**src/npc_mem_pkg.sv**
```systemverilog
package npc_mem_pkg;

	typedef logic [31:0] addr_t;
	typedef logic [31:0] data_t;
	typedef logic [3:0] strb_t;
	typedef logic [3:0] axi_id_t;
	typedef logic [7:0] axi_len_t;
	typedef logic [2:0] axi_size_t;
	typedef logic [1:0] axi_burst_t;
	typedef logic [1:0] resp_t;

	localparam resp_t RESP_OKAY = 2'd0;
	localparam resp_t RESP_SLVERR = 2'd2;
	localparam resp_t RESP_DECERR = 2'd3;

	localparam axi_burst_t BURST_FIXED = 2'd0;
	localparam axi_burst_t BURST_INCR = 2'd1;

	// address map
	localparam addr_t PMEM_BASE = 32'h8000_0000;
	localparam addr_t BOOT_BASE = 32'h3000_0000;
	localparam addr_t SERIAL_ADDR = 32'ha000_03f8;

	// jump-to-program stub, word 0 sits in the low slot
	localparam data_t [3:0] BOOT_ROM = {32'h0, 32'h0, 32'h00010067, 32'h80000137};

	typedef struct packed {
		axi_id_t id;
		addr_t addr;
		axi_len_t len;
		axi_size_t size;
		axi_burst_t burst;
	} axi_aw_t;

	typedef struct packed {
		axi_id_t id;
		addr_t addr;
		axi_len_t len;
		axi_size_t size;
		axi_burst_t burst;
	} axi_ar_t;

	typedef struct packed {
		data_t data;
		strb_t strb;
		logic last;
	} axi_w_t;

	typedef struct packed {
		axi_id_t id;
		resp_t resp;
	} axi_b_t;

	typedef struct packed {
		axi_id_t id;
		data_t data;
		resp_t resp;
		logic last;
	} axi_r_t;

	// one word access toward the region map
	typedef struct packed {
		logic we;
		addr_t addr;
		data_t wdata;
		strb_t strb;
	} mem_req_t;

endpackage

```
**src/axi_mem_slave.sv**
```systemverilog
`timescale 1ns/1ps

module axi_mem_slave (
	input  logic                  clk,
	input  logic                  rst,
	input  logic                  aw_valid,
	input  npc_mem_pkg::axi_aw_t  aw,
	output logic                  aw_ready,
	input  logic                  w_valid,
	input  npc_mem_pkg::axi_w_t   w,
	output logic                  w_ready,
	output logic                  b_valid,
	output npc_mem_pkg::axi_b_t   b,
	input  logic                  b_ready,
	input  logic                  ar_valid,
	input  npc_mem_pkg::axi_ar_t  ar,
	output logic                  ar_ready,
	output logic                  r_valid,
	output npc_mem_pkg::axi_r_t   r,
	input  logic                  r_ready,
	output logic                  req_valid,
	output npc_mem_pkg::mem_req_t req,
	input  logic                  req_ready,
	input  npc_mem_pkg::resp_t    wr_resp,
	input  logic                  rsp_valid,
	input  npc_mem_pkg::data_t    rsp_data,
	input  npc_mem_pkg::resp_t    rsp_resp
);

	typedef enum logic [1:0] {
		IDLE,
		READ,
		WRITE
	} state_t;

	state_t state;
	logic armed;

	// latched burst
	npc_mem_pkg::axi_id_t id_q;
	npc_mem_pkg::addr_t addr_q;
	npc_mem_pkg::axi_len_t len_q;
	npc_mem_pkg::axi_burst_t burst_q;

	// read bookkeeping
	npc_mem_pkg::axi_len_t iss_cnt;
	npc_mem_pkg::axi_len_t ld_cnt;
	logic iss_done;
	logic rsp_pend;
	logic r_free;
	logic r_load;
	logic rd_issue;

	// write bookkeeping
	npc_mem_pkg::resp_t wr_worst;
	npc_mem_pkg::resp_t wr_worst_next;
	logic wr_req;
	logic req_fire;

	// address channels stay closed until the cycle after reset
	always_ff @(posedge clk) begin
		if (rst) begin
			armed <= 1'b0;
		end else begin
			armed <= 1'b1;
		end
	end

	// reads take priority over a simultaneous write
	assign ar_ready = armed && (state == IDLE);
	assign aw_ready = armed && (state == IDLE) && !ar_valid;

	// R slot is usable if empty or being taken this cycle
	assign r_free = !r_valid || r_ready;
	assign r_load = (rsp_valid || rsp_pend) && r_free;

	assign rd_issue = (state == READ) && !iss_done && r_free;
	assign wr_req = (state == WRITE) && !b_valid && w_valid;
	assign req_valid = rd_issue || wr_req;
	assign req_fire = req_valid && req_ready;
	assign w_ready = (state == WRITE) && !b_valid && req_ready;

	assign wr_worst_next = (wr_resp > wr_worst) ? wr_resp : wr_worst;

	always_comb begin
		req.we = (state == WRITE);
		req.addr = {addr_q[31:2], 2'b00};
		req.wdata = req.we ? w.data : '0;
		req.strb = req.we ? w.strb : '0;
	end

	assign b.id = id_q;
	assign b.resp = wr_worst;

	always_ff @(posedge clk) begin
		if (rst) begin
			state <= IDLE;
			iss_cnt <= '0;
			iss_done <= 1'b0;
			ld_cnt <= '0;
			rsp_pend <= 1'b0;
			r_valid <= 1'b0;
			b_valid <= 1'b0;
			wr_worst <= npc_mem_pkg::RESP_OKAY;
		end else begin
			case (state)
				IDLE: begin
					if (ar_valid && ar_ready) begin
						state <= READ;
						iss_cnt <= '0;
						iss_done <= 1'b0;
						ld_cnt <= '0;
					end else if (aw_valid && aw_ready) begin
						state <= WRITE;
						wr_worst <= npc_mem_pkg::RESP_OKAY;
					end
				end
				READ: begin
					if (rd_issue && req_ready) begin
						iss_cnt <= iss_cnt + 1'b1;
						if (iss_cnt == len_q) begin
							iss_done <= 1'b1;
						end
					end
					if (r_load) begin
						ld_cnt <= ld_cnt + 1'b1;
					end
					if (r_valid && r_ready && r.last) begin
						state <= IDLE;
					end
				end
				WRITE: begin
					if (req_fire) begin
						wr_worst <= wr_worst_next;
						if (w.last) begin
							b_valid <= 1'b1;
						end
					end
					if (b_valid && b_ready) begin
						b_valid <= 1'b0;
						state <= IDLE;
					end
				end
				default: state <= IDLE;
			endcase

			if (r_load) begin
				r_valid <= 1'b1;
			end else if (r_ready) begin
				r_valid <= 1'b0;
			end

			// region map holds its read data until the next request, so a
			// response that finds the R slot busy is parked and taken later
			if (rsp_valid && !r_free) begin
				rsp_pend <= 1'b1;
			end else if (r_load) begin
				rsp_pend <= 1'b0;
			end
		end
	end

	always_ff @(posedge clk) begin
		if (ar_valid && ar_ready) begin
			id_q <= ar.id;
			addr_q <= ar.addr;
			len_q <= ar.len;
			burst_q <= ar.burst;
		end else if (aw_valid && aw_ready) begin
			id_q <= aw.id;
			addr_q <= aw.addr;
			len_q <= aw.len;
			burst_q <= aw.burst;
		end else if (req_fire && burst_q == npc_mem_pkg::BURST_INCR) begin
			addr_q <= addr_q + 32'd4;
		end
	end

	// R output register
	always_ff @(posedge clk) begin
		if (r_load) begin
			r.id <= id_q;
			r.data <= rsp_data;
			r.resp <= rsp_resp;
			r.last <= (ld_cnt == len_q);
		end
	end

endmodule

```
**config.mk**
```make
export PLATFORM = sky130hd
export DESIGN_NAME = axi_mem_slave
export DESIGN_NICKNAME = d
export VERILOG_FILES = /design/src/npc_mem_pkg.sv /design/src/axi_mem_slave.sv
export SDC_FILE = /design/constraint.sdc
export NUM_CORES = 1
export LEC_CHECK = 0
export ABC_AREA = 1
export BUFFER_PORTS_ARGS = -buffer_cell sky130_fd_sc_hd__clkbuf_2
export CORE_ASPECT_RATIO = 0.9
export CORE_UTILIZATION = 30
export DETAILED_ROUTE_END_ITERATION = 6
export MAX_ROUTING_LAYER = met4
export PLACE_DENSITY_LB_ADDON = 0.15
export SLEW_MARGIN = 30
export SYNTH_ARGS = -nofsm -noshare
export SYNTH_HDL_FRONTEND = slang
export SYNTH_SLANG_ARGS = --single-unit
```
**constraint.sdc**
```tcl
create_clock -name clk -period 4.2 [get_ports clk]
set_clock_uncertainty 0.15 [all_clocks]
set_input_delay 0.42 -clock clk [delete_from_list [all_inputs] [get_ports clk]]
set_output_delay 0.42 -clock clk [all_outputs]
set_load 0.01 [all_outputs]
```
---- After elaboration in Yosys (flattened, before gate mapping) ----
Cells that the tools add are included.
word-level totals
  flip-flop bits (word level) ............. 110
  input port bits ......................... 180
  output and inout port bits .............. 120
  logic and storage cells ................. 115
operators by class
  add/sub/neg operators ................... 3
  magnitude comparators ................... 1
  equality and inequality tests ........... 16
  multiplexer cells ....................... 38
  reduce and logical (&&, ||, !) cells .... 40
operator list
  operator               number
  $mux 32                4
  $mux 8                 5
  $add 32x3->32 const B  1
  $pmux 8 s2             2
  $mux 2                 10
  $logic_and 1x1->1      17
  $add 8x1->8 const B    2
  $eq 8x8->1             2
  $ne 2x1->1 const B     8
  $reduce_bool 2->1      7
  $mux 4                 3
  $reduce_and 3->1       4
  $mux 1                 11
  $pmux 2 s3             1
  $logic_not 1->1        5
  $reduce_and 5->1       1
  $eq 2x1->1 const B     2
  $ne 2x2->1 const B     2
  $pmux 2 s2             1
  $reduce_and 4->1       1
  $logic_or 1x1->1       3
  $ne 3x1->1 const B     1
  $reduce_bool 3->1      1
  $eq 2x2->1 const B     1
  other kinds (3)        3

---- Logic depth before layout (Yosys ltp) ----
  word-level depth ........................ 9
  depth in mapped cells ................... 11

---- Least setup slack after synthesis ----
No wires, ideal clock.
  path type ............................... flip-flop to flip-flop
  from .................................... register state[0]
  to ...................................... register addr_q[10] (enable)
  arrival ................................. 3.113 ns
  required time ........................... 3.587 ns
  path slack .............................. 0.474 ns
  stages on the path, launching flop included .. 7
  path buffers ............................ 0
  clock period less this slack ............ 3.726 ns
  path through ............................ dfxtp_1 > inv_2 > nor2_2 > nand3_2 > nand2_2 > nand2_1 > o31ai_1
between the ends
  word-level cells in the longest chain between the ends .. 7
RTL lines
  item                                                RTL line                                  RTL
  start: declaration                                  axi_mem_slave.sv:36                       state_t state;
  start signal: assignment                            axi_mem_slave.sv:97                       state <= IDLE;
  start signal: assignment                            axi_mem_slave.sv:109                      state <= READ;
  start signal: assignment                            axi_mem_slave.sv:114                      state <= WRITE;
  $eq 2x1->1 or $eq 2x2->1 (tied branches)            axi_mem_slave.sv:77, axi_mem_slave.sv:78
  $logic_and 1x1->1 (on tied branches) (2 in series)  axi_mem_slave.sv:77, axi_mem_slave.sv:78
  $logic_or 1x1->1 (*)                                axi_mem_slave.sv:79                       assign req_valid = rd_issue || wr_req;
  via req_valid                                       axi_mem_slave.sv:21                       output logic req_valid,
  $logic_and 1x1->1 (*)                               axi_mem_slave.sv:80                       assign req_fire = req_valid && req_ready;
  $logic_and 1x1->1 (*)                               axi_mem_slave.sv:174                      end else if (req_fire && burst_q == npc_mem_pkg::BURST_INCR) begin
  $reduce_bool 3->1 (no source line) (*)              --
  end signal: assignment                              axi_mem_slave.sv:166                      addr_q <= ar.addr;
  end signal: assignment                              axi_mem_slave.sv:171                      addr_q <= aw.addr;
  end signal: assignment                              axi_mem_slave.sv:175                      addr_q <= addr_q + 32'd4;
  end: declaration                                    axi_mem_slave.sv:41                       npc_mem_pkg::addr_t addr_q;
The timed path passes the listed nets; every way through them passes the cells marked *.
A chain may end at the register's enable or synchronous reset.

---- Final worst setup path ----
  from .................................... register state[0]
  to ...................................... register addr_q[18], data pin
between the ends
  word-level cells in the longest chain between the ends .. 6
RTL lines
  item                   RTL line                                  RTL
  $logic_not 2->1 (*)    axi_mem_slave.sv:70, axi_mem_slave.sv:71
  $logic_and 1x1->1 (*)  axi_mem_slave.sv:70, axi_mem_slave.sv:71
  $logic_and 1x1->1      axi_mem_slave.sv:71                       assign aw_ready = armed && (state == IDLE) && !ar_valid;
  $logic_and 1x1->1      axi_mem_slave.sv:169                      end else if (aw_valid && aw_ready) begin
  $mux 32                axi_mem_slave.sv:169
  $mux 32 (*)            axi_mem_slave.sv:164                      if (ar_valid && ar_ready) begin
Mark *: on every way between the ends. The rest lies on a longest branch, timed or not.

==> run_results.csv <==
group,metric,value,unit
cts,root_buffer,"clkbuf_16",
critical_path,reg2regPathDepth,9,
synth,synthCells,760,
timing,period_minus_slack,2.471,ns
synth,netlist-cell-type-count,38,
floorplan,core,0.01934,mm^2
cts,clkSinkCount,108,
grt,grt_use_total,0.1773,
cts,cts_tree,"yes",
critical_path,required,4.16,ns
critical_path,end_kind,"register",
cts,clockBufferDepth,2,
grt,antenna_found_initial,0,
run_status,status,"finished, final reports clean",
synth,synth.area.top_cells,"edfxtp_1, nand2_1, dfxtp_1",
cells_and_area,nets,1224,
worst_hold_path,min_path_cells,1,
worst_hold_path,worstHoldPathType,"input pin to register",
power,max-vdd-ir-drop,0.2416,mV
floorplan,io_pins,300,
floorplan,start_util,0.3090,
cells_and_area,fin_cells,1294,
synth,yosys.area_share.simple,0.3070,
cts,numCtsBuffers,9,
route,initialDrtViolationCount,224,
timing,grt_setup_unrepaired,"no",
grt,grt_max_degree,49,
synth,yosysTopAreaCellShare,0.4171,
floorplan,die_y,135.9,um
timing,setup_viol,0,
floorplan,num_rows,48,
synth,syn_area,0.005976,mm^2
place,detailed_place_hpwl,13.50,mm
place,dpl_cell_area,0.007652,mm^2
power,cellPowerDensity,331.6,mW/mm^2
grt,grt_pass1_vias,5267,
place,gp_congestion,0.8059,
synth,synth_top_family_by_area,"simple AND/OR/NAND/NOR gates",
timing,period_share,0.5882,
route,vias,5736,
timing,slew_headroom,0.5233,
critical_path,cp-startpoint,"state[0]",
worst_hold_path,min_from,"rsp_data[15]",
route,drc,0,
route,vias_per_cell,4.433,
critical_path,crit_fanout,34,
synth,ys_seq_area_frac,0.5008,
place,portBuffers,287,
floorplan,fp.dieW,150.8,um
route,dr.pass1.iters,4,
critical_path,worstSetupPathType,"register to register",
cts,cts_hold_buf,0,
synth,ys_async_sr_fraction,0,
route,ant_nets,0,
cts,clock_latency,0.35,ns
cells_and_area,final_area,0.007949,mm^2
place,pre_cts_ws,1.274,ns
cells_and_area,diodes,0,
route,routed_wl,17.89,mm
grt,grt_overflow_total,0,
synth,yosysTopAreaCell,"edfxtp_1",
timing,fmax,404.8,MHz
synth,synth-xor-area-share,0.03078,
timing,tns,0,ns
power,p_leak,3.920,nW
synth,synth_edf_count,83,
cells_and_area,final_layout_size_suffix_gt1_frac,0.3228,
cts,postCtsSetupBuffers,0,
timing,hold_ws,0.09340,ns
synth,synth_compound_area_frac,0.06742,
synth,synth_mux_area_frac,0,
grt,grt_pass1_wl,27.10,mm
cts,ctsHtreeMaxLevel,3,
place,dp_cells,1277,
synth,synthAdderAreaFrac,0.01047,
run,maxCapViolations,0,
cells_and_area,syn2layout_area_growth,33.02,%
synth,ys_ff_latch,108,
cells_and_area,final_common_cell,"clkbuf_2",
timing,worst_pin_slew,0.7126,ns
critical_path,start_kind,"register",
timing,finalHoldViolCount,0,
route,wl_per_cell,13.83,um
synth,synth_flop_cell,"edfxtp_1",
critical_path,arrival,2.43,ns
synth,yosysWarnings,0,
floorplan,die-area,0.02049,mm^2
cts,post_cts_resized,0,
critical_path,r2r-start,"state[0]",
cts,clk_pin_slew,0.08,ns
synth,avgSynthCellArea,7.863,um^2
timing,postLayoutSetupSlackWorst,1.729,ns
timing,final_max_slew_viol_count,0,
cells_and_area,layout_common_cells,"clkbuf_2, nand2_1, nor2_1",
[metal layers]
metal	track usage	wire length (um)	share of wire	up-vias
met4	0.04333	206	0.012	0
met5	-	0	0	-
met2	0.2757	7924	0.44	212
met1	0.2342	8447	0.47	2514
li1	-	-	-	2995
met3	0.03792	1314	0.073	15
[where the power goes]
part	switching (mW)	internal (mW)	leakage, nW
combinational	0.291	0.198	2.79
clock	0.416	0.416	0.137
sequential	0.0648	1.25	0.997
total	0.772	1.86	3.92
[registers in the layout, indices dropped and copies added (netlist names)]
name	flops
iss_cnt	8
id_q	4
b_valid	1
burst_q	2
iss_done	1
wr_worst	2
r	39
armed	1
addr_q	30
ld_cnt	8
len_q	8
rsp_pend	1
state	2
r_valid	1
[logic make-up after synthesis]
logic type / Yosys count
compound gates: 77
xor+xnor: 21
fa+ha+maj: 5
buf+inv: 119
flops: 108
other cells: 1
simple gates: 429
[worst max-delay path, stage by stage (launching register included)]
cell	delay, ns
dfxtp_1	0.36
nor2_4	0.15
nand4_2	0.08
buf_4	0.26
inv_2	0.37
nor2_2	0.13
inv_2	0.44
nand2_1	0.11
o21ai_1	0.10
nand2_1	0.05
[cell usage after synthesis (2+ instances only)]
library cell	instances
nand2_1	227
inv_1	88
inv_2	6
clkbuf_1	7
nor2_4	2
xnor2_1	16
or2_0	2
edfxtp_1	83
o21ai_0	12
nand3_2	2
a21oi_1	53
ha_1	5
buf_6	2
nand3_1	42
nor2_1	108
dfxtp_1	25
xor2_1	5
o21ai_1	6
nor2_2	3
buf_2	6
nand4_1	13
buf_4	7
or2_2	5
nand3b_1	7
nand2_2	3
buf_1	3
nor3_1	11
[area by class of cell]
class                      count  area (um^2)
tap                          250        312.8
clock inverter                 6        56.30
clock buffer                  10        229.0
fill                        2035        11390
multi-input combinational    534         2515
timing repair buffer         292         1490
sequential                   108         2993
inverter                      94        352.8
[worst paths after layout]
check,endpoint,slack (ns)
max,addr_q[18],1.73
min,r[18],0.09
max reg2reg,addr_q[18],1.73
min reg2reg,r[35],0.31
[through the flow]
stage / util / power [mW]
after floorplan: - / 1.597
after global placement: 0.3956 / 1.829
after detailed placement: 0.3957 / 1.831
after CTS: 0.4105 / 2.679
after global routing: 0.4110 / 2.774
final: 0.4110 / 2.636
(Power assumes the default switching activity.)
