**config.mk**
```make
export PLATFORM = sky130hd
export DESIGN_NAME = mem_region_map
export DESIGN_NICKNAME = d
export VERILOG_FILES = /design/src/npc_mem_pkg.sv /design/src/mem_region_map.sv
export SDC_FILE = /design/constraint.sdc
export NUM_CORES = 1
export LEC_CHECK = 0
export ABC_CLOCK_PERIOD_IN_PS = 1550
export BUFFER_PORTS_ARGS = -buffer_cell sky130_fd_sc_hd__buf_2
export CAP_MARGIN = 0
export CORE_AREA = 2 2 77 79
export CTS_BUF_LIST = sky130_fd_sc_hd__clkbuf_4
export CTS_CLUSTER_DIAMETER = 50
export CTS_CLUSTER_SIZE = 24
export DETAILED_ROUTE_END_ITERATION = 7
export DIE_AREA = 0 0 79 81
export HOLD_SLACK_MARGIN = 0.03
export MAX_ROUTING_LAYER = met4
export SLEW_MARGIN = 20
export SYNTH_ARGS = -nofsm -noshare
export SYNTH_HDL_FRONTEND = slang
export SYNTH_SLANG_ARGS = --single-unit
```
**constraint.sdc**
```tcl
create_clock -name clk -period 1.55 [get_ports clk]
set_clock_uncertainty 0.1 [all_clocks]
set_input_delay 0 -clock clk [delete_from_list [all_inputs] [get_ports clk]]
set_output_delay 0 -clock clk [all_outputs]
set_load 0.005 [all_outputs]
```
**src/npc_mem_pkg.sv**
```systemverilog
package npc_mem_pkg;

	typedef logic [31:0] addr_t;
	typedef logic [31:0] data_t;
	typedef logic [3:0] strb_t;
	typedef logic [3:0] axi_id_t;
	typedef logic [7:0] axi_len_t;
	typedef logic [2:0] axi_size_t;
	typedef logic [1:0] axi_burst_t;
	typedef logic [1:0] resp_t;

	localparam resp_t RESP_OKAY = 2'd0;
	localparam resp_t RESP_SLVERR = 2'd2;
	localparam resp_t RESP_DECERR = 2'd3;

	localparam axi_burst_t BURST_FIXED = 2'd0;
	localparam axi_burst_t BURST_INCR = 2'd1;

	// address map
	localparam addr_t PMEM_BASE = 32'h8000_0000;
	localparam addr_t BOOT_BASE = 32'h3000_0000;
	localparam addr_t SERIAL_ADDR = 32'ha000_03f8;

	// jump-to-program stub, word 0 sits in the low slot
	localparam data_t [3:0] BOOT_ROM = {32'h0, 32'h0, 32'h00010067, 32'h80000137};

	typedef struct packed {
		axi_id_t id;
		addr_t addr;
		axi_len_t len;
		axi_size_t size;
		axi_burst_t burst;
	} axi_aw_t;

	typedef struct packed {
		axi_id_t id;
		addr_t addr;
		axi_len_t len;
		axi_size_t size;
		axi_burst_t burst;
	} axi_ar_t;

	typedef struct packed {
		data_t data;
		strb_t strb;
		logic last;
	} axi_w_t;

	typedef struct packed {
		axi_id_t id;
		resp_t resp;
	} axi_b_t;

	typedef struct packed {
		axi_id_t id;
		data_t data;
		resp_t resp;
		logic last;
	} axi_r_t;

	// one word access toward the region map
	typedef struct packed {
		logic we;
		addr_t addr;
		data_t wdata;
		strb_t strb;
	} mem_req_t;

endpackage

```
**src/mem_region_map.sv**
```systemverilog
`timescale 1ns/1ps

module mem_region_map #(
	parameter int PMEM_WORDS = 1024
) (
	input  logic                          clk,
	input  logic                          rst,
	input  logic                          req_valid,
	input  npc_mem_pkg::mem_req_t         req,
	output logic                          req_ready,
	output npc_mem_pkg::resp_t            wr_resp,
	output logic                          rsp_valid,
	output npc_mem_pkg::data_t            rsp_data,
	output npc_mem_pkg::resp_t            rsp_resp,
	output logic                          mem_en,
	output logic                          mem_we,
	output logic [$clog2(PMEM_WORDS)-1:0] mem_index,
	output npc_mem_pkg::data_t            mem_wdata,
	output npc_mem_pkg::strb_t            mem_strb,
	input  npc_mem_pkg::data_t            mem_rdata,
	output logic                          ser_push,
	output logic [7:0]                    ser_byte,
	input  logic                          ser_full
);

	localparam int IDX_W = $clog2(PMEM_WORDS);

	npc_mem_pkg::addr_t pmem_off;
	logic hit_pmem;
	logic hit_boot;
	logic hit_serial;
	logic fire;
	npc_mem_pkg::resp_t rd_resp;

	// read return state
	logic rd_pmem_q;
	npc_mem_pkg::data_t rd_word_q;

	// below PMEM_BASE the offset wraps to a large value and misses
	assign pmem_off = req.addr - npc_mem_pkg::PMEM_BASE;
	assign hit_pmem = pmem_off < npc_mem_pkg::addr_t'(PMEM_WORDS * 4);
	assign hit_boot = (req.addr[31:4] == npc_mem_pkg::BOOT_BASE[31:4]);
	assign hit_serial = (req.addr == npc_mem_pkg::SERIAL_ADDR);

	// only a serial write into a full FIFO stalls
	assign req_ready = !(hit_serial && req.we && ser_full);
	assign fire = req_valid && req_ready;

	always_comb begin
		if (hit_pmem || hit_serial) begin
			wr_resp = npc_mem_pkg::RESP_OKAY;
		end else if (hit_boot) begin
			wr_resp = npc_mem_pkg::RESP_SLVERR;
		end else begin
			wr_resp = npc_mem_pkg::RESP_DECERR;
		end
	end

	assign rd_resp = (hit_pmem || hit_boot || hit_serial) ?
		npc_mem_pkg::RESP_OKAY : npc_mem_pkg::RESP_DECERR;

	assign mem_en = fire && hit_pmem;
	assign mem_we = req.we;
	assign mem_index = pmem_off[IDX_W+1:2];
	assign mem_wdata = req.wdata;
	assign mem_strb = req.strb;

	assign ser_push = fire && hit_serial && req.we && req.strb[0];
	assign ser_byte = req.wdata[7:0];

	always_ff @(posedge clk) begin
		if (rst) begin
			rsp_valid <= 1'b0;
		end else begin
			rsp_valid <= fire && !req.we;
		end
	end

	// held until the next accepted read
	always_ff @(posedge clk) begin
		if (fire && !req.we) begin
			rd_pmem_q <= hit_pmem;
			rd_word_q <= hit_boot ? npc_mem_pkg::BOOT_ROM[req.addr[3:2]] : '0;
			rsp_resp <= rd_resp;
		end
	end

	assign rsp_data = rd_pmem_q ? mem_rdata : rd_word_q;

endmodule

```
# Yosys cells after proc, flatten, opt, wreduce, memory -nomap -nowiden
# Cells that the tools add are included.
[totals]
out_inout_bits = 95
reg_bits = 36
[classes]
add_sub_neg = 1
magnitude_cmp = 2
eq_ne = 2
n_reduce_logical = 13
muxes = 6
[op_table]
columns = ["op", "n"]
rows = [
  ["binary-select mux 32 bit (select 2 bit)", 1],
  ["2-to-1 mux 32 bit", 2],
  ["== test 32 bit (second input constant)", 1],
  ["less-than comparator 32 x 13 -> 1 bit (second input constant)", 1],
  ["subtractor 32 bit (second input constant)", 1],
  ["== test 28 x 26 -> 1 bit (second input constant)", 1],
  ["logical AND 1 bit", 8],
  ["2-to-1 mux 2 bit", 2],
  ["logical OR 1 bit", 3],
  ["less-than comparator 2 x 3 -> 1 bit (second input constant)", 1],
  ["logical NOT 1 bit", 2],
  ["2-to-1 mux 1 bit", 1],
]

# Depth between registers and ports, before layout
# Gate-level depths: netlist (run 1).
[depth]
ltp_word = 8
ltp_mapped = 4
mapped_depth_nobuf = 4

# Worst setup path after synthesis (run 1)
# Ideal clock, no wire load.
[synth_timing]
kind = "input-to-reg"
from = "in req[60] (netlist bit)"
to = "reg rd_word_q[16] (data pin)"
path_buffers = 0
path_stages = 3
setup_time_ps = 150
path_slack_ps = 363
arrival_ps = 937
path_cell_list = "or3_4 > or3_4 > nor3_2"
[synth_via]
elab_chain_len = 1
[synth_rtl]
columns = ["element", "line", "rtl"]
rows = [
  ["start, declared", "mem_region_map.sv:9", "input npc_mem_pkg::mem_req_t req,"],
  ["== test 28 x 26 -> 1 bit", "mem_region_map.sv:42", "assign hit_boot = (req.addr[31:4] == npc_mem_pkg::BOOT_BASE[31:4]);"],
  ["end signal, assigned", "mem_region_map.sv:83", "rd_word_q <= hit_boot ? npc_mem_pkg::BOOT_ROM[req.addr[3:2]] : '0;"],
  ["end, declared", "mem_region_map.sv:37", "npc_mem_pkg::data_t rd_word_q;"],
]
# Every way passes these cells.
# A chain may end at the register's enable or synchronous reset.

# Final worst setup path (run 1)
[layout_timing]
from = "in req[51] (netlist bit)"
to = "out mem_en"
[layout_via]
elab_chain_len = 6
elab_cells_between_ends = 8
[layout_rtl]
columns = ["element", "line", "rtl"]
rows = [
  ["parallel branches: the longest is 5 deep, another holds subtractor 32 bit", "-", ""],
  ["logical AND 1 bit *", "mem_region_map.sv:62", "assign mem_en = fire && hit_pmem;"],
  ["end, declared", "mem_region_map.sv:15", "output logic mem_en,"],
]
# Mark *: on every way between the ends.

==> summary.txt, run 1 <==
Power
  • Power Dens Cells: 404 mW/mm²
  • Leakage power: 0.923 nW
  • Worst IR Drop VDD: 0.215 mV

Critical path
  • Worst EP arrival: 1.31 ns
  • Critical setup path kind: primary input to primary output
  • Worst Path Required: 1.45 ns
  • Critical Path Max Stage Delay: 0.43 ns
  • Crit-path most repeated cell: buf_2
  • Worst Setup End Kind: primary output
  • CP bufs+invs: 2
  • Crit-path slowest cell: or3_4
  • Top Family by Delay on Critical Path: simple AND/OR/NAND/NOR gates
  • Critical Path Source Type: primary input
  • CP Max Fanout: 5
  • Cell chain of the critical path: buf_2, nor4_1, nand2_1, or3_4, nor3_2, buf_2

Floorplan
  • Die Width: 79 µm
  • Core Area: 0.00568 mm²
  • Core Rows: 28
  • Die area: 0.00640 mm²
  • Chip height: 81 µm
  • I/O pins: 200
  • Initial core utilization: 0.189

Yosys
  • Sequential share of the synthesized area: 0.159
  • Post-synth EDFFs: 5
  • Primary FF master, synth: edfxtp_1
  • Synth top area share: 0.392
  • Ys async rst share: 0
  • Area leader, netlist: buf_4
  • Synth warnings: 0
  • Syn nets: 252
  • Cell variety after synth: 22
  • Synth Area per Inst: 7.30 µm²
  • Synthesized cell area: 0.00107 mm²
  • Synth Instances: 147
  • Synth Register Bits: 6
  • Dominant cells by area after synthesis: buf_4 (39%), edfxtp_1 (14%), and2_1 (13%)

STA
  • Slew Viols, Final: 0
  • Slew @ Worst Pin: 0.375 ns
  • Final setup viols: 0
  • Fin worst setup slack: 0.135 ns
  • Tcrit/Tclk final: 0.913
  • TNS Setup: 0 ns
  • Rel. slew slack: 0.749
  • Worst hold slack: 0.0596 ns
  • Fin. Hold Viols: 0
  • Fmax: 707 MHz
  • RSZ-0062 raised after global routing: false
  • Min Tclk post-route: 1.41 ns

Placed design
  • Placed instance area: 0.00136 mm²
  • PortBufs: 121
  • Gpl congestion: 0.763
  • DP HPWL: 2.86 mm
  • Place WS: 0.103 ns

Cells and area
  • Layout cells sized above 1: 0.530
  • Final net count: 359
  • Commonest cells after routing, fill and taps aside: buf_2 (121), dlygate4sd3_1 (38), nand2_1 (24)
  • Cell area after layout: 0.00177 mm²
  • Area grow syn2layout: 64.8%
  • Most common cell after layout, fill and taps aside: buf_2

Clock tree
  • Post-CTS setup buffer count: 0
  • CTS root buf: clkbuf_4
  • CTS tree: yes
  • # hold bufs at CTS: 38
  • H-tree Lvls: 1
  • CTS sink cnt: 6
  • Worst-path clk slew: 0.05 ns
  • TritonCTS buffer count: 3
  • CTS resizes: 0
  • Max clock buf depth: 2

Global routing
  • First-pass GRT wire length: 4.87 mm
  • Initial antenna violation count: 0
  • Grt ovf: 0
  • Vias in the first global route: 1,099
  • Overall Global Routing Usage: 0.103
  • Largest net degree at the start of global routing: 20

Routing
  • Drt via density: 3.98
  • Initial DRC Count: 20
  • Final ANT Viol Nets: 0
  • # DRC: 0
  • Via Count: 1,311
  • DRT Pass-1 Iters: 6
  • WL final: 3.67 mm
  • Wire length per cell: 11.1 µm

Flow run
  • Max Cap Viol: 0

Run status
  • Outcome: complete, no violations

Min path
  • Hold crit path type: primary input to flip-flop
final timing paths:
path | cells past startpoint | from | end | slack, ns
setup / recovery | 6 | req[51] | mem_en | 0.14
hold / removal | 4 | req[60] | rsp_resp[0] | 0.06
kinds of logic after synthesis:
kind of cell	after synthesis	synth area share
buffers and inverters	62	0.413
and+or+nand+nor	79	0.429
DFF	6	0.159
cell usage after synthesis, drive strengths merged, types with 2 or more instances:
| cell type | n |
|---|---|
| and2 | 23 |
| and4 | 2 |
| buf | 56 |
| clkbuf | 3 |
| edfxtp | 5 |
| inv | 3 |
| nand2 | 24 |
| nand2b | 3 |
| nand3 | 3 |
| nor2 | 5 |
| nor3 | 5 |
| nor4 | 4 |
| nor4bb | 2 |
| or3 | 2 |
layer usage:
| metal | global-route usage | vias up | wire length (µm) |
|---|---|---|---|
| li1 | - | 631 | - |
| met1 | 0.0957 | 561 | 1200 |
| met2 | 0.207 | 114 | 1980 |
| met3 | 0.00889 | 5 | 411 |
| met4 | 0.0569 | 0 | 72 |
| met5 | - | - | 0 |
report_power, final:
group | switching (mW) | internal, mW | total, mW
clock network | 0.0601 | 0.115 | 0.175
registers | 0.00605 | 0.183 | 0.189
logic | 0.136 | 0.215 | 0.351
total | 0.202 | 0.513 | 0.715
area by class of cell:
class	count	area, µm²
tap	75	93.8
timing repair buffer	161	1000
antenna	1	2.50
fill	631	3910
multi-input combinational	79	460
clock buffer	4	30.0
inverter	3	11.3
sequential	6	170
through the flow:
stage	std cells	total power, mW	util
after global routing	328	0.768	0.311
after CTS	328	0.730	0.311
after detailed placement	286	0.454	0.239
after global placement	286	0.451	0.239
final	329	0.715	0.312
after floorplan	147	0.387	-
flip-flops by register name (all words and copies together), names as in the netlist:
name,count
rsp_resp,1
rd_pmem_q,1
rsp_valid,1
rd_word_q,3
Power figures use the tool's default switching activity.
==> run 2, diff against run 1 <==
- PLACE_DENSITY_LB_ADDON: unset -> 0.25
- SETUP_SLACK_MARGIN: unset -> 0.2
- SKIP_CTS_REPAIR_TIMING: unset -> 1
==> summary.txt, run 2 (synthesis results as in run 1) <==
Run status
  • Outcome: complete, no violations

Cells and area
  • Most common cell after layout, fill and taps aside: buf_2
  • N_diodes: 0
  • Commonest cells after routing, fill and taps aside: buf_2 (121), dlygate4sd3_1 (38), nand2_1 (24)
  • Layout cells sized above 1: 0.545
  • Register with the most flip-flops: rd_word_q
  • Final net count: 361
  • Final Util: 0.323
  • Max reg flops: 3
  • Area grow syn2layout: 70.7%

Clock tree
  • CTS sink cnt: 6
  • TritonCTS buffer count: 3
  • Max clock buf depth: 2
  • Worst-path clk slew: 0.05 ns
  • CTS tree: yes
  • H-tree Lvls: 1
  • CTS root buf: clkbuf_4

Global routing
  • Initial antenna violation count: 0
  • First-pass GRT wire length: 4.00 mm
  • Overall Global Routing Usage: 0.0789
  • Largest net degree at the start of global routing: 21
  • Grt ovf: 0
  • Vias in the first global route: 948

Routing
  • Max Used Layer: met4
  • WL final: 3.52 mm
  • Wire length per cell: 10.7 µm
  • Met2 wire len: 1.87 mm
  • # DRC: 0
  • Met3 Wirelength: 329 µm
  • Drt via density: 3.83
  • Final ANT Viol Nets: 0
  • DRT Pass-1 Iters: 4
  • Initial DRC Count: 10
  • Via Count: 1,264
  • Met1 wire length: 1.30 mm

Critical path
  • Worst EP arrival: 1.18 ns
  • CP Capture Point: rsp_data[11]
  • Critical setup path kind: flip-flop to primary output
  • Worst Setup End Kind: primary output
  • Critical Path Source Type: flip-flop
  • CP Max Fanout: 20
  • Critical path startpoint: rd_pmem_q
  • Worst Path Required: 1.45 ns

STA
  • Min Tclk post-route: 1.28 ns
  • Rel. slew slack: 0.709
  • Final setup viols: 0
  • Tcrit/Tclk final: 0.827
  • Worst hold slack: 0.0500 ns
  • TNS Setup: 0 ns
  • RSZ-0062 raised after global routing: false
  • Fmax: 780 MHz
  • Slew @ Worst Pin: 0.435 ns
  • Slew Viols, Final: 0
  • Fin. Hold Viols: 0

Power
  • Worst IR Drop VDD: 0.104 mV
  • Power Dens Cells: 396 mW/mm²
  • Leakage power: 0.947 nW

Floorplan
  • Initial core utilization: 0.189
  • Chip height: 81 µm
  • Die Width: 79 µm
  • Core Rows: 28
  • I/O pins: 200
  • Core Area: 0.00568 mm²
  • Die area: 0.00640 mm²

Placed design
  • DP HPWL: 2.53 mm
  • PortBufs: 121
  • Gpl congestion: 0.707

Min path
  • Hold crit path type: primary input to flip-flop

Flow run
  • Max Cap Viol: 0
[run 2: cell count changes in the layout (fill, tap and decap cells not counted), sizes merged]
cell	previous run	this run
buf	123	125
diode	1	0
[run 2: how the worst min path moves through the flow]
stage | startpoint | slack, ns | cells after the start | end
final | req[38] | 0.05 | 3 | rd_word_q[16]
after global routing | req[38] | 0.06 | 3 | rd_word_q[16]
after CTS | rst | -0.20 | 2 | rsp_valid
after detailed placement | req[1] | -0.1 | 0 | mem_strb[1]
after global placement | req[1] | -0.1 | 0 | mem_strb[1]
after floorplan | ser_full | -0.04 | 1 | req_ready
[run 2: report_power, final]
group          internal [mW]  leakage (nW)  switching [mW]
registers              0.182        0.0519         0.00259
logic                  0.225         0.877           0.143
clock network          0.115        0.0184          0.0575
[run 2: cell type report]
class / count / area [µm²]
Fill cell: 621 / 3840
Timing Repair Buffer: 163 / 1040
Multi-Input combinational cell: 79 / 487
Sequential cell: 6 / 170
Tap cell: 75 / 93.8
Clock buffer: 4 / 30.0
Inverter: 3 / 11.3
[run 2: metal layers]
layer	vias to the layer above	global-route usage
met5	-	-
met4	0	0.0345
met3	2	0.0156
met2	97	0.141
met1	527	0.0856
li1	638	-
[run 2: stage by stage]
stage	instance area, µm²	setup WS (ns)	std cells	total power, mW
final	1830	0.267	330	0.726
after global routing	1830	0.194	330	0.785
after CTS	1390	0.0766	289	0.637
after detailed placement	1360	0.215	285	0.453
after global placement	1360	0.240	285	0.452
after floorplan	1070	0.363	147	0.387
[run 2: critical path, stage by stage (launching register included)]
cell      delay (ns)
edfxtp_1        0.35
buf_4           0.17
buf_12          0.15
and2_1          0.14
buf_2           0.13
