### src/serial_sink.sv
`timescale 1ns/1ps

module serial_sink #(
	parameter int SERIAL_DEPTH = 4
) (
	input  logic       clk,
	input  logic       rst,
	input  logic       push,
	input  logic [7:0] byte_in,
	output logic       full,
	output logic       serial_valid,
	output logic [7:0] serial_byte,
	input  logic       serial_ready
);

	localparam int PTR_W = (SERIAL_DEPTH > 1) ? $clog2(SERIAL_DEPTH) : 1;
	localparam int CNT_W = $clog2(SERIAL_DEPTH + 1);

	logic [7:0] fifo [SERIAL_DEPTH];
	logic [PTR_W-1:0] wr_ptr;
	logic [PTR_W-1:0] rd_ptr;
	logic [CNT_W-1:0] count;
	logic wr_en;
	logic pop;

	function automatic logic [PTR_W-1:0] ptr_inc(input logic [PTR_W-1:0] p);
		if (p == PTR_W'(SERIAL_DEPTH - 1)) begin
			return '0;
		end
		return p + 1'b1;
	endfunction

	assign full = (count == CNT_W'(SERIAL_DEPTH));
	assign serial_valid = (count != '0);
	assign serial_byte = fifo[rd_ptr];

	assign wr_en = push && !full;
	assign pop = serial_valid && serial_ready;

	always_ff @(posedge clk) begin
		if (rst) begin
			wr_ptr <= '0;
			rd_ptr <= '0;
			count <= '0;
		end else begin
			if (wr_en) begin
				wr_ptr <= ptr_inc(wr_ptr);
			end
			if (pop) begin
				rd_ptr <= ptr_inc(rd_ptr);
			end
			case ({wr_en, pop})
				2'b10: count <= count + 1'b1;
				2'b01: count <= count - 1'b1;
				default: count <= count;
			endcase
		end
	end

	// storage
	always_ff @(posedge clk) begin
		if (wr_en) begin
			fifo[wr_ptr] <= byte_in;
		end
	end

endmodule
### config.mk
export PLATFORM = sky130hd
export DESIGN_NAME = serial_sink
export DESIGN_NICKNAME = d
export VERILOG_FILES = /design/src/serial_sink.sv
export SDC_FILE = /design/constraint.sdc
export NUM_CORES = 1
export LEC_CHECK = 0
export ABC_AREA = 1
export BUFFER_PORTS_ARGS = -buffer_cell sky130_fd_sc_hd__buf_2
export CORE_MARGIN = 3
export CORE_UTILIZATION = 45
export DETAILED_ROUTE_END_ITERATION = 7
export PLACE_DENSITY = 0.76
export SLEW_MARGIN = 20
export SYNTH_ARGS = -nofsm -noshare
export SYNTH_HDL_FRONTEND = slang
export SYNTH_SLANG_ARGS = --single-unit
### constraint.sdc
create_clock -name clk -period 1.5 [get_ports clk]
set_input_delay 0.075 -clock clk [delete_from_list [all_inputs] [get_ports clk]]
set_output_delay 0.075 -clock clk [all_outputs]
set_load 0.03 [all_outputs]
* Yosys cells after proc, flatten, opt, wreduce, memory -nomap -nowiden *
Memory sizes are Yosys's and may differ from the RTL's. A register that Yosys moved wholly into a read port is not among the register bits.
Index checks and enable logic that the tools add are counted.
Widths: inputs -> output; s select.

storage, ports and cells
  register bits after elaboration = 7
  bits in latches = 0
  memory bits (writable) = 32
  bits in read-only memories = 0
  output and inout bits = 10
  memories kept = 1

cells by class
  $add $sub $neg = 4
  $mul = 0
  div/mod/pow operators = 0
  order comparisons = 0
  eq/ne operators = 5
  shifts and indexed selects = 0
  mux-type cells = 15
  bitwise logic cells = 0
  reductions and logical operators = 5

memory list
  name  depth  bits a word  read ports  clocked after memory_dff  write ports  RTL line  text
  fifo  4      8            1           1                         1            19        logic [7:0] fifo [SERIAL_DEPTH];

operators with widths
  operator             count
  $mux 2               6
  $mux 1               8
  $eq 2x2->1 const B   3
  $pmux 3 s2           1
  $add 2x1->2 const B  2
  $add 3x1->3 const B  1
  $eq 3x3->1 const B   1
  $reduce_bool 3->1    1
  $sub 3x1->3 const B  1
  $eq 2x1->1 const B   1
  $logic_and 1x1->1    2
  $reduce_bool 2->1    1
  $logic_not 1->1      1

* Logic depth before layout (Yosys ltp) *
Gate-level depths: netlist of run 1.

  word-level depth = 7
  gate-level depth with buffers = 13

* Worst setup path before layout of run 1 *
OpenSTA, ideal clock, no wires.

  kind = flip-flop to flip-flop
  start point = register count[2]
  end point = register count[2]
  library setup time = 110 ps
  arrival = 1589 ps
  setup slack = -198 ps
  stages on the path, launching flop included = 14
  buffers on the path = 0
  cells stage by stage = dfxtp_1 > inv_1 > nand2_2 > nand2_1 > inv_1 > ha_1 > inv_1 > fa_1 > inv_1 > nand2_1 > nand3_1 > nand2_1 > inv_1 > nor2_1

between the ends
  elaborated cells between the ends (all ways) = 11
  those cells by class = add/sub: 2; eq/ne: 3; mux: 1; reduce/logical: 5

RTL lines
  item                                                    RTL line  text
  start, declared                                         22        logic [CNT_W-1:0] count;
  start signal, assigned                                  53        2'b10: count <= count + 1'b1;
  start signal, assigned                                  54        2'b01: count <= count - 1'b1;
  start signal, assigned                                  55        default: count <= count;
  $reduce_bool 3->1 *                                     34        assign serial_valid = (count != '0);
  net serial_valid                                        11        output logic serial_valid,
  $logic_and 1x1->1 *                                     38        assign pop = serial_valid && serial_ready;
  net pop                                                 24        logic pop;
  $eq 2x1->1 / $eq 2x2->1 (equally long branches)         52        case ({wr_en, pop})
  $pmux 3 s2 / $reduce_bool 2->1 (equally long branches)  n/a

Mark *: on every way through the listed nets, which the timed path passes. The rest lies on a longest branch.
A chain may end at the register's enable or synchronous reset.

* Worst setup path in the final report of run 1 *
  start point = register count[0]
  end point = register count[2]

between the ends
  word-level cells in the longest chain between the ends = 5
  elaborated cells between the ends (all ways) = 11
  those cells by class = add/sub: 2; eq/ne: 3; mux: 1; reduce/logical: 5

RTL lines
  item                                                    RTL line  text
  $eq 3x3->1                                              33        assign full = (count == CNT_W'(SERIAL_DEPTH));
  $logic_not 1->1                                         37        assign wr_en = push && !full;
  $logic_and 1x1->1                                       37
  $eq 2x1->1 / $eq 2x2->1 (equally long branches)         52
  $pmux 3 s2 / $reduce_bool 2->1 (equally long branches)  n/a

Several ways; a longest one is shown, not always the timed one.

==> results of run 1 <==
==> per-layer routing <==
metal  track usage (%)  up-vias
met4              10.4        0
met3              5.66        6
met5                 0        -
met1              16.7      571
met2              30.6       20
li1                  -      607
==> kinds of logic (layout without fill, tap and decap cells) <==
logic type	after synthesis	after routing	synth area share (%)
simple gates	48	48	12.0
flops	41	41	66.9
compound gates	30	30	10.1
buf+inv	21	73	5.50
fa+ha+maj	7	7	5.58
==> metrics by stage <==
stage | area [sq um] | utilization, %
6_report | 2220 | 63.6
5_1_grt | 2220 | 63.6
4_1_cts | 2160 | 61.9
3_5_place_dp | 1950 | 55.7
3_3_place_gp | 1950 | 55.7
2_1_floorplan | 1750 | -
==> synthesized netlist by cell type (all sizes together) <==
cell type  number  area share (%)
edfxtp         32              56
nor2           30             6.9
inv            19             4.2
o21ai          18             5.9
nand2          14             3.5
dfxtp           9              11
o22ai           8             2.9
ha              6             4.4
a21oi           4             1.2
buf             2             1.3
nand3b          2            0.88
fa              1             1.2
nand3           1            0.29
nand4           1            0.37
==> worst max path at each step <==
stage / to / cells after the start
after floorplan: count[2] / 12
after global placement: count[2] / 12
after detailed placement: count[2] / 12
after CTS: count[2] / 12
after global routing: count[2] / 12
final: count[2] / 12
==> power by group <==
part / internal (uW) / leakage [uW] / switching [uW]
logic: 669 / 0.000488 / 1040
clock network: 321 / 0.0000439 / 370
registers: 1410 / 0.000370 / 138
==> registers in the layout, summed over array words and instances, names as in the netlist, named ones only <==
register	flops
fifo	32
wr_ptr	2
count	3
rd_ptr	2
==> timing repair <==
item,4_1_cts,5_1_grt
pin swaps,9,4
gates resized for setup,11,10
endpoints found under the setup margin,10,7
hold endpoints to repair,22,4
setup buffers,6,4
hold buffers,6,1
==> critical path, stage by stage (launching register included) <==
cell     delay, ps
dfxtp_2        340
nor2_4         150
nand2_2         90
nand2_4         80
ha_4           150
inv_4           40
fa_2           370
inv_2           70
nand2_2         70
nand3_2         70
nand2_1         60
inv_1           50
nor2_1          30
==> final cells by class <==
type	count	area (sq um)
fillers	258	1270
clock buffers	5	68.8
inverters	19	81.3
well taps	46	57.6
repair buffers	46	325
flip-flops and latches	41	1150
clock inverters	3	17.5
multi-input cells	85	522
==> metrics.md, run 1 <==
| Metric | Value |
|---|---|
| Result of the run | finished, violations left |
| Failing checks | setup timing |
| Largest net degree at the start of global routing | 17 |
| Port Buf Inserts | 21 |
| Total of flip-flops plus latches after synthesis | 41 |
| Core ar. | roughly 0.0035 sq mm |
| Commonest cells after routing, fill and taps aside | edfxtp_1, nor2_1, buf_4 |
| Crit path max fanout | 2 |
| Element type at the critical path start | flop |
| Net count of the mapped netlist | 166 |
| Fin Setup TNS | -191 ps |
| Synthesized area | approximately 0.0017 sq mm |
| Detailed Route WL | 3530 microns |
| DIE WIDTH | 67.6 microns |
| Leakage power | 0.000902 uW |
| Critical R2R Capture | count[2] |
| Cell depth of the worst hold path | 1 |
| Worst hold slack | roughly 19 ps |
| Total Die Area | 0.00456 sq mm |
| CTS H-tree lvls | 2 |
| Count of max-cap constraint violations | 0 |
| Starting density of the core | 48.8% |
| Power per Cell Area | 1780 mW/mm^2 |
| Capture endpoint of the worst hold path | fifo[2][4] |
| Global placement routability congestion | 0.778 |
| Post-synthesis cell type count | 19 |
| Startpoint of the worst register-to-register path | count[0] |
| Critical path class | flop to flop |
| Vias per std cell | slightly below 5 |
| Worst-Skew Late Latency | ~290 ps |
| Worst setup slack for register-to-register paths | -150 ps |
| Share of post-route cells with drive strength above 1 | 37.2% |
| Data required time at the worst endpoint | 1690 ps |
| Total number of placement rows | 21 |
| Number of warnings reported in the yosys synthesis log | 0 |
| Total placed cells including tap cells | 220 |
| Clk sinks | just over 40 |
| Total number of vias | 1204 |
| Minimum clock period after layout | 1650 ps |
| Final hold violation count | 0 |
| Setup skew after layout | 3.67 ps |
| Worst Reg2Reg Path Length in Cells | 12 |
| Buffer type at the clock tree root | clkbuf_8 |
| Estimated wirelength of the detail-placed design | 2240 microns |
| Wire length on met3 | 134 microns |
| Min-Delay Startpoint | byte_in[4] |
| Floorplan die height | 67.6 microns |
| Via count of the first global-routing pass | 1212 |
| Number of cells in the finished layout apart from fillers | 245 |
| Clock Path Buffers | 2 |
| Worst-case setup margin in the final layout | -149 ps |
| Setup repair after global routing missed its margin | true |
| Number of buffers created by CTS | 5 |
| I/O pin count | 22 |
| M1 wire length | 1500 microns |
| Worst slew pin tran | 233 ps |
| Arrival time reported for the critical path endpoint | 1840 ps |
| CP Launch Point | count[0] |
| Slew HR | between 80% and 90% |
| Number of antenna violations at the first check in global routing | 0 |
| Layout Area Growth over Synthesis | 30.3% |
| Number of endpoints failing setup at the final stage | 2 |
| Type of the most critical hold path | primary input to flop |
| Clock transition at path regs | about 80 ps |
| DP Worst Slack | -132 ps |
| 1st-iter DRT viols | 50 |
| TritonCTS clock tree | yes |
| Sequential fraction of the synthesis area | between 60% and 70% |
| Post-layout total power | 3950 uW |
| Overflow left after global routing | 0 |
| Part of the cycle the worst path needs | 110% |
| Met2 Wirelength | 1820 microns |
| Diodes inserted | 0 |
| Worst IR drop on VDD | 0.00113 V |
| DRC viols | 0 |
| First-pass DRT Iterations | 4 |
| Routed wire per std cell | between 10 and 15 microns |
| GR Util All Layers | 17.0% |
| Final count of pins violating max slew | 0 |
| Antenna-violating nets left | 0 |
| Cells after Synth | approximately 150 |
| Global-route wire length before repair | ~5400 microns |
| Leading cell type in the layout, fill and taps excluded | edfxtp_1 |
| Critical Path End Type | flop |
| Mean post-synth cell area | ~12 sq um |
| Uppermost routed layer | met4 |
| Net count reported at finish | roughly 220 |
| Peak Freq | 606 MHz |
No activity file was read; power rests on OpenSTA's default activity.
==> inputs of run 2 (changes only) <==
Settings changed: PLACE_DENSITY 0.76 to 0.74.
Clock period 1.5 ns to 2 ns, I/O delays scaled along.
==> run 2 against run 1 <==
Against the previous run: the flow now finishes without violations; largest power group is now registers; critical path depth unchanged; non-clock buffer count decreased by 20; critical endpoint unchanged; utilization is 5.9 points lower; highest routed layer unchanged; final cell count is 8.2% lower; sequential power is 26% lower.
==> metrics.md, run 2 (synthesized netlist as in run 1, its figures left out) <==
| Metric | Value |
|---|---|
| Worst Reg2Reg Path Length in Cells | 12 |
| Crit-path max cell delay | 390 ps |
| Startpoint of the worst register-to-register path | count[1] |
| Data required time at the worst endpoint | 2190 ps |
| Leakage power | about 0.00082 uW |
| Power per Cell Area | 1410 mW/mm^2 |
| Worst IR drop on VDD | 0.000712 V |
| Number of endpoints failing setup at the final stage | 0 |
| Largest registers ranked by flip-flop count | fifo x32, count x3 |
| Slowest stage cell on the critical path | fa_1 |
| Net count reported at finish | 197 |
| Worst slew pin tran | 458 ps |
| Min-Delay Startpoint | byte_in[3] |
| Capture endpoint of the worst hold path | fifo[0][3] |
| Layout Area Growth over Synthesis | 18.3% |
| Number of resized instances in the post-cts repair step | 0 |
| Element type at the critical path start | flop |
| Cell class contributing the biggest share of worst-path delay | simple AND/OR/NAND/NOR gates |
| Total Die Area | 0.00456 sq mm |
| Top reg by flops | fifo |
| Worst-Skew Late Latency | approximately 280 ps |
| I/O pin count | 22 |
| Commonest cells after routing, fill and taps aside | edfxtp_1, nor2_1, buf_2 |
| Critical Path Most Common Cell | inv_1 |
| Setup repair after global routing missed its margin | false |
| Critical path class | flop to flop |
| Critical Path End Type | flop |
| Leading cell type in the layout, fill and taps excluded | edfxtp_1 |
| Global placement routability congestion | 0.743 |
| Post CTS Setup Buffer Count | 0 |
| Count of max-cap constraint violations | 0 |
| Result of the run | complete, no violations |
| Slew HR | 69.4% |
| Via count of the first global-routing pass | 1031 |
| Type of the most critical hold path | primary input to flop |
| Total number of vias | 1105 |
| Final hold violation count | 0 |
| Part of the cycle the worst path needs | 89.1% |
| Vias per std cell | between 4 and 5 |
| GR Util All Layers | between 10 and 15% |
| Share of post-route cells with drive strength above 1 | 24.0% |
| Overflow left after global routing | 0 |
| Largest net degree at the start of global routing | 17 |
| Clock Path Buffers | 2 |
| Instance area at placement | 0.00188 sq mm |
| Total number of placement rows | 21 |
| DIE WIDTH | just under 70 microns |
| Critical path buffer and inverter count | 3 |
| Final count of pins violating max slew | 0 |
| Minimum clock period after layout | 1780 ps |
| Detailed Route WL | 2870 microns |
| DRC viols | 0 |
| Arrival time reported for the critical path endpoint | 1970 ps |
| Clk sinks | 41 |
| Floorplan die height | 67.6 microns |
| Layout Utilization | 57.7% |
| Multi-input gate area in the final layout | around 470 sq um |
| 1st-iter DRT viols | 60 |
| Max reg flops | 32 |
| Setup skew after layout | 2.51 ps |
| Antenna-violating nets left | 0 |
| FF+latch area | 0.00114 sq mm |
| Number of buffers inserted by hold repair at cts | 0 |
| Crit path max fanout | 7 |
| TritonCTS clock tree | yes |
| Clock transition at path regs | 70 ps |
| Diodes inserted | 0 |
| Starting density of the core | 48.8% |
| Worst setup slack for register-to-register paths | about 220 ps |
| Number of buffers created by CTS | 5 |
| Routed wire per std cell | 12.8 microns |
| CTS H-tree lvls | 2 |
| Buffer type at the clock tree root | clkbuf_8 |
| Ordered cell list for the critical path | nor2_2 -> nand2_2 -> nand2_2 -> ha_1 -> inv_1 -> fa_1 -> inv_1 -> nand2_1 -> nand3_1 -> nand2_1 -> inv_1 -> nor2_1 |
| Number of antenna violations at the first check in global routing | 0 |
| Core ar. | 0.00349 sq mm |
| Critical R2R Capture | count[2] |
| Fin Setup TNS | 0 ps |
| Peak Freq | 561 MHz |
| Number of fill cells in the layout | 285 |
| Cell area after layout | 0.00202 sq mm |
| Port Buf Inserts | 21 |
| First-pass DRT Iterations | 6 |
| Cell depth of the worst hold path | 1 |
| Global-route wire length before repair | 4610 microns |
| Estimated wirelength of the detail-placed design | slightly above 2000 microns |
==> run 2: per-layer routing <==
| layer | share of wire, % | GRT usage (%) | up-vias |
|---|---|---|---|
| met5 | 0 | 0 | - |
| met2 | 52 | 24.5 | 24 |
| met4 | 1.3 | 6.08 | 0 |
| li1 | - | - | 564 |
| met3 | 4.9 | 3.49 | 5 |
| met1 | 42 | 16.2 | 512 |
==> run 2: power breakdown <==
group,leakage [uW],internal (uW),total (uW),switching [uW]
clock,0.0000681,495,763,267
combinational,0.000389,296,935,638
sequential,0.000368,1040,1140,93.4
total,0.000825,1840,2830,999
==> run 2: worst max path at each step <==
| stage | startpoint | endpoint | cells after the start |
|---|---|---|---|
| after floorplan | count[2] | count[2] | 13 |
| after global placement | count[1] | count[2] | 12 |
| after detailed placement | count[1] | count[2] | 12 |
| after CTS | count[1] | count[2] | 12 |
| after global routing | count[1] | count[2] | 11 |
| final | count[1] | count[2] | 12 |
==> run 2: per-stage QoR <==
stage	total power, uW	instances	setup slack, ps	hold WS [ps]
6_report	2830	225	217	27.0
4_1_cts	2860	225	214	17.0
3_5_place_dp	2100	217	239	319
5_1_grt	3010	225	75.7	10.9
2_1_floorplan	1840	147	302	199
3_3_place_gp	2060	217	334	313
==> run 2: layout make-up <==
cell class,count,share of cell area (%)
flip-flops and latches,41,56.6
multi-input cells,85,23.3
repair buffers,26,7.07
inverters,19,3.54
clock buffers,5,3.41
clock inverters,3,3.23
well taps,46,2.85
==> run 2: worst reg2reg max path: cells and delay by family, from the launching register on <==
family,cells,cell delay [ps]
buffers and inverters,3,180
and+or+nand+nor,7,590
DFF,1,330
adders and majority gates,2,580
==> inputs of run 3 (changes only) <==
Settings changed: ABC_AREA 1 to unset.
==> run 3 against run 2 <==
Against the previous run: the run now ends with setup timing left; first-iteration DRC count decreased by 60%; highest routed layer unchanged; final cell count decreased by 22%; fmax decreased by 15%; clock power decreased by 18%; cell area decreased by 1.2%.
==> metrics.md, run 3 <==
| Metric | Value |
|---|---|
| Result of the run | finished, violations left |
| Failing checks | setup timing |
| Cell area after layout | 0.00199 sq mm |
| Clock transition at path regs | 70 ps |
| Synthesized area | 0.00165 sq mm |
| FF+latch area | 0.00114 sq mm |
| CTS H-tree lvls | 2 |
| Cell class contributing the biggest share of worst-path delay | simple AND/OR/NAND/NOR gates |
| Critical R2R Capture | count[2] |
| Critical Path End Type | flop |
| Worst-case setup margin in the final layout | -93.1 ps |
| TritonCTS clock tree | yes |
| Final hold violation count | 0 |
| Diodes inserted | 0 |
| Global-route wire length before repair | 4250 microns |
| Prevailing post-synth register cell | edfxtp_1 |
| First-pass DRT Iterations | 2 |
| Number of buffers inserted by hold repair at cts | 0 |
| Cell type with the highest aggregate area in the netlist | edfxtp_1 |
| Worst Reg2Reg Path Length in Cells | 9 |
| Type of the most critical hold path | primary input to flop |
| 1st-iter DRT viols | 24 |
| Ordered cell list for the critical path | or3b_4 -> and2_4 -> inv_2 -> ha_4 -> inv_2 -> fa_2 -> xor2_2 -> or3_4 -> a21oi_2 |
| Number of flops mapped to enable cells by yosys | 32 |
| GR Util All Layers | ~14% |
| Via count of the first global-routing pass | between 900 and 1000 |
| Startpoint of the worst register-to-register path | count[0] |
| Multi-input gate area in the final layout | 488 sq um |
| Global placement routability congestion | 0.835 |
| Antenna-violating nets left | 0 |
| Total Die Area | about 0.0044 sq mm |
| Share of post-route cells with drive strength above 1 | 45.7% |
| Layout Area Growth over Synthesis | 20.7% |
| Top reg by flops | fifo |
| Net count of the mapped netlist | around 120 |
| Final count of pins violating max slew | 0 |
| Instance area at placement | 0.00187 sq mm |
| Buffer type at the clock tree root | clkbuf_8 |
| Number of fill cells in the layout | 266 |
| Max reg flops | 32 |
| Uppermost routed layer | met4 |
| Number of buffers created by CTS | 5 |
| Clock Path Buffers | 2 |
| M1 wire length | 1040 microns |
| DRC viols | 0 |
| DIE WIDTH | 66.6 microns |
| Worst hold slack | roughly 22 ps |
| Floorplan die height | around 67 microns |
| Setup skew after layout | 5.98 ps |
| Slowest stage cell on the critical path | or3b_4 |
| Element type at the critical path start | flop |
| Number of warnings reported in the yosys synthesis log | 0 |
| Library cell with the highest instance count after synthesis | edfxtp_1 |
| Share of async-settable or async-resettable flops after synthesis | 0% |
| Critical path class | flop to flop |
| Detailed Route WL | 2600 microns |
| Mean post-synth cell area | between 15 and 20 sq um |
| Critical path buffer and inverter count | 2 |
| Arrival time reported for the critical path endpoint | approximately 2300 ps |
| Cells after Synth | between 90 and 100 |
| Starting density of the core | 47.9% |
| Wire length on met3 | 112 microns |
| Worst slew pin tran | between 400 and 500 ps |
| Estimated wirelength of the detail-placed design | 1890 microns |
| Worst setup slack for register-to-register paths | -90 ps |
| Critical Path Most Common Cell | inv_2 |
| Ranking of synthesized cells by instance count | edfxtp_1, dfxtp_1, inv_1, mux4_2, ha_1 |
| Worst setup path endpoint | count[2] |
| Commonest cells after routing, fill and taps aside | edfxtp_1, buf_2, mux4_2, buf_4, dfxtp_1 |
| Total number of placement rows | 21 |
| Leakage power | 0.000761 uW |
| Area share of the largest cell type after synthesis | 58.2% |
| Power per Cell Area | 1300 mW/mm^2 |
| Number of cells in the finished layout apart from fillers | 175 |
| Cell types occupying the most area after synthesis | edfxtp_1, dfxtp_1, mux4_2, ha_1, inv_1 |
| Depth of the critical timing path with buffers and inverters included | 9 |
| Routed wire per std cell | 14.8 microns |
| Net count reported at finish | 147 |
| Overflow left after global routing | 0 |
| Number of endpoints failing setup at the final stage | 1 |
| Sequential fraction of the synthesis area | 69.1% |
| I/O pin count | 22 |
| Total of flip-flops plus latches after synthesis | 41 |
| Port Buf Inserts | 21 |
| Met2 Wirelength | 1400 microns |
| Clk sinks | 41 |
| Worst-Skew Late Latency | between 200 and 300 ps |
| CP Launch Point | count[0] |
| Post-synthesis cell type count | 27 |
| Worst IR drop on VDD | 0.000706 V |
| Core ar. | approximately 0.0034 sq mm |
| Total number of vias | around 880 |
| Count of max-cap constraint violations | 0 |
| Number of antenna violations at the first check in global routing | 0 |
| Crit-path max cell delay | 390 ps |
| Leading cell type in the layout, fill and taps excluded | edfxtp_1 |
| Crit path max fanout | 2 |
| Layout Utilization | 57.9% |
| Largest registers ranked by flip-flop count | fifo x32, count x3 |
| Slew HR | between 70% and 80% |
| Peak Freq | roughly 480 MHz |
| Largest net degree at the start of global routing | 14 |
| Vias per std cell | 5.04 |
| Total placed cells including tap cells | 167 |
| Part of the cycle the worst path needs | 105% |
| Setup repair after global routing missed its margin | true |
| Data required time at the worst endpoint | between 2000 and 2500 ps |
| Minimum clock period after layout | 2090 ps |
run 3: where the power goes:
| group | switching (uW) | internal [uW] |
|---|---|---|
| sequential | 48.5 | 1040 |
| combinational | 488 | 385 |
| clock | 257 | 370 |
run 3: how the worst min path moves through the flow:
stage                          start    endpoint  slack [ps]  cells after the start
after floorplan           byte_in[0]  fifo[0][0]         200                      0
after global placement    byte_in[4]  fifo[2][4]         310                      1
after detailed placement  byte_in[2]  fifo[0][2]         320                      1
after CTS                 byte_in[4]  fifo[3][4]          20                      1
after global routing      byte_in[4]  fifo[3][4]          20                      1
final                     byte_in[4]  fifo[3][4]          20                      1
run 3: final cells by class:
| cell class | instances | share of cell area, % |
|---|---|---|
| Sequential cell | 41 | 57.4 |
| Multi-Input combinational cell | 43 | 24.5 |
| Timing Repair Buffer | 29 | 8.29 |
| Clock buffer | 6 | 3.64 |
| Tap cell | 46 | 2.89 |
| Clock inverter | 2 | 1.76 |
| Inverter | 8 | 1.51 |
run 3: stage by stage:
step,TNS [ps],setup WS (ps),total power (uW)
global route,-164,-164,2720
CTS,-109,-109,2620
detailed placement,-136,-136,1970
global placement,-58.0,-58.0,1940
floorplan,-173,-173,1710
finish,-93.1,-93.1,2590
run 3: per-layer routing:
metal | global-route usage (%) | vias up
met1 | 15.8 | 438
met3 | 5.06 | 5
li1 | - | 421
met2 | 22.6 | 18
met4 | 6.35 | 0
met5 | 0 | -
run 3: kinds of logic (layout without fill, tap and decap cells):
logic type	count (synthesis)	after routing	share of synthesized area (%)
DFF	41	41	69.1
AOI/OAI and AO/OA	8	8	3.18
and+or+nand+nor	17	17	6.06
muxes	9	9	11.5
xor gates and xnor gates	2	2	1.06
adders and majority gates	7	7	5.76
buffers and inverters	12	45	3.26
run 3: timing repair:
action | in CTS | in global routing
endpoints found under the setup margin | 1 | 1
buffers inserted | 0 | 0
gates resized for setup | 3 | 0
pin swaps | 2 | 0
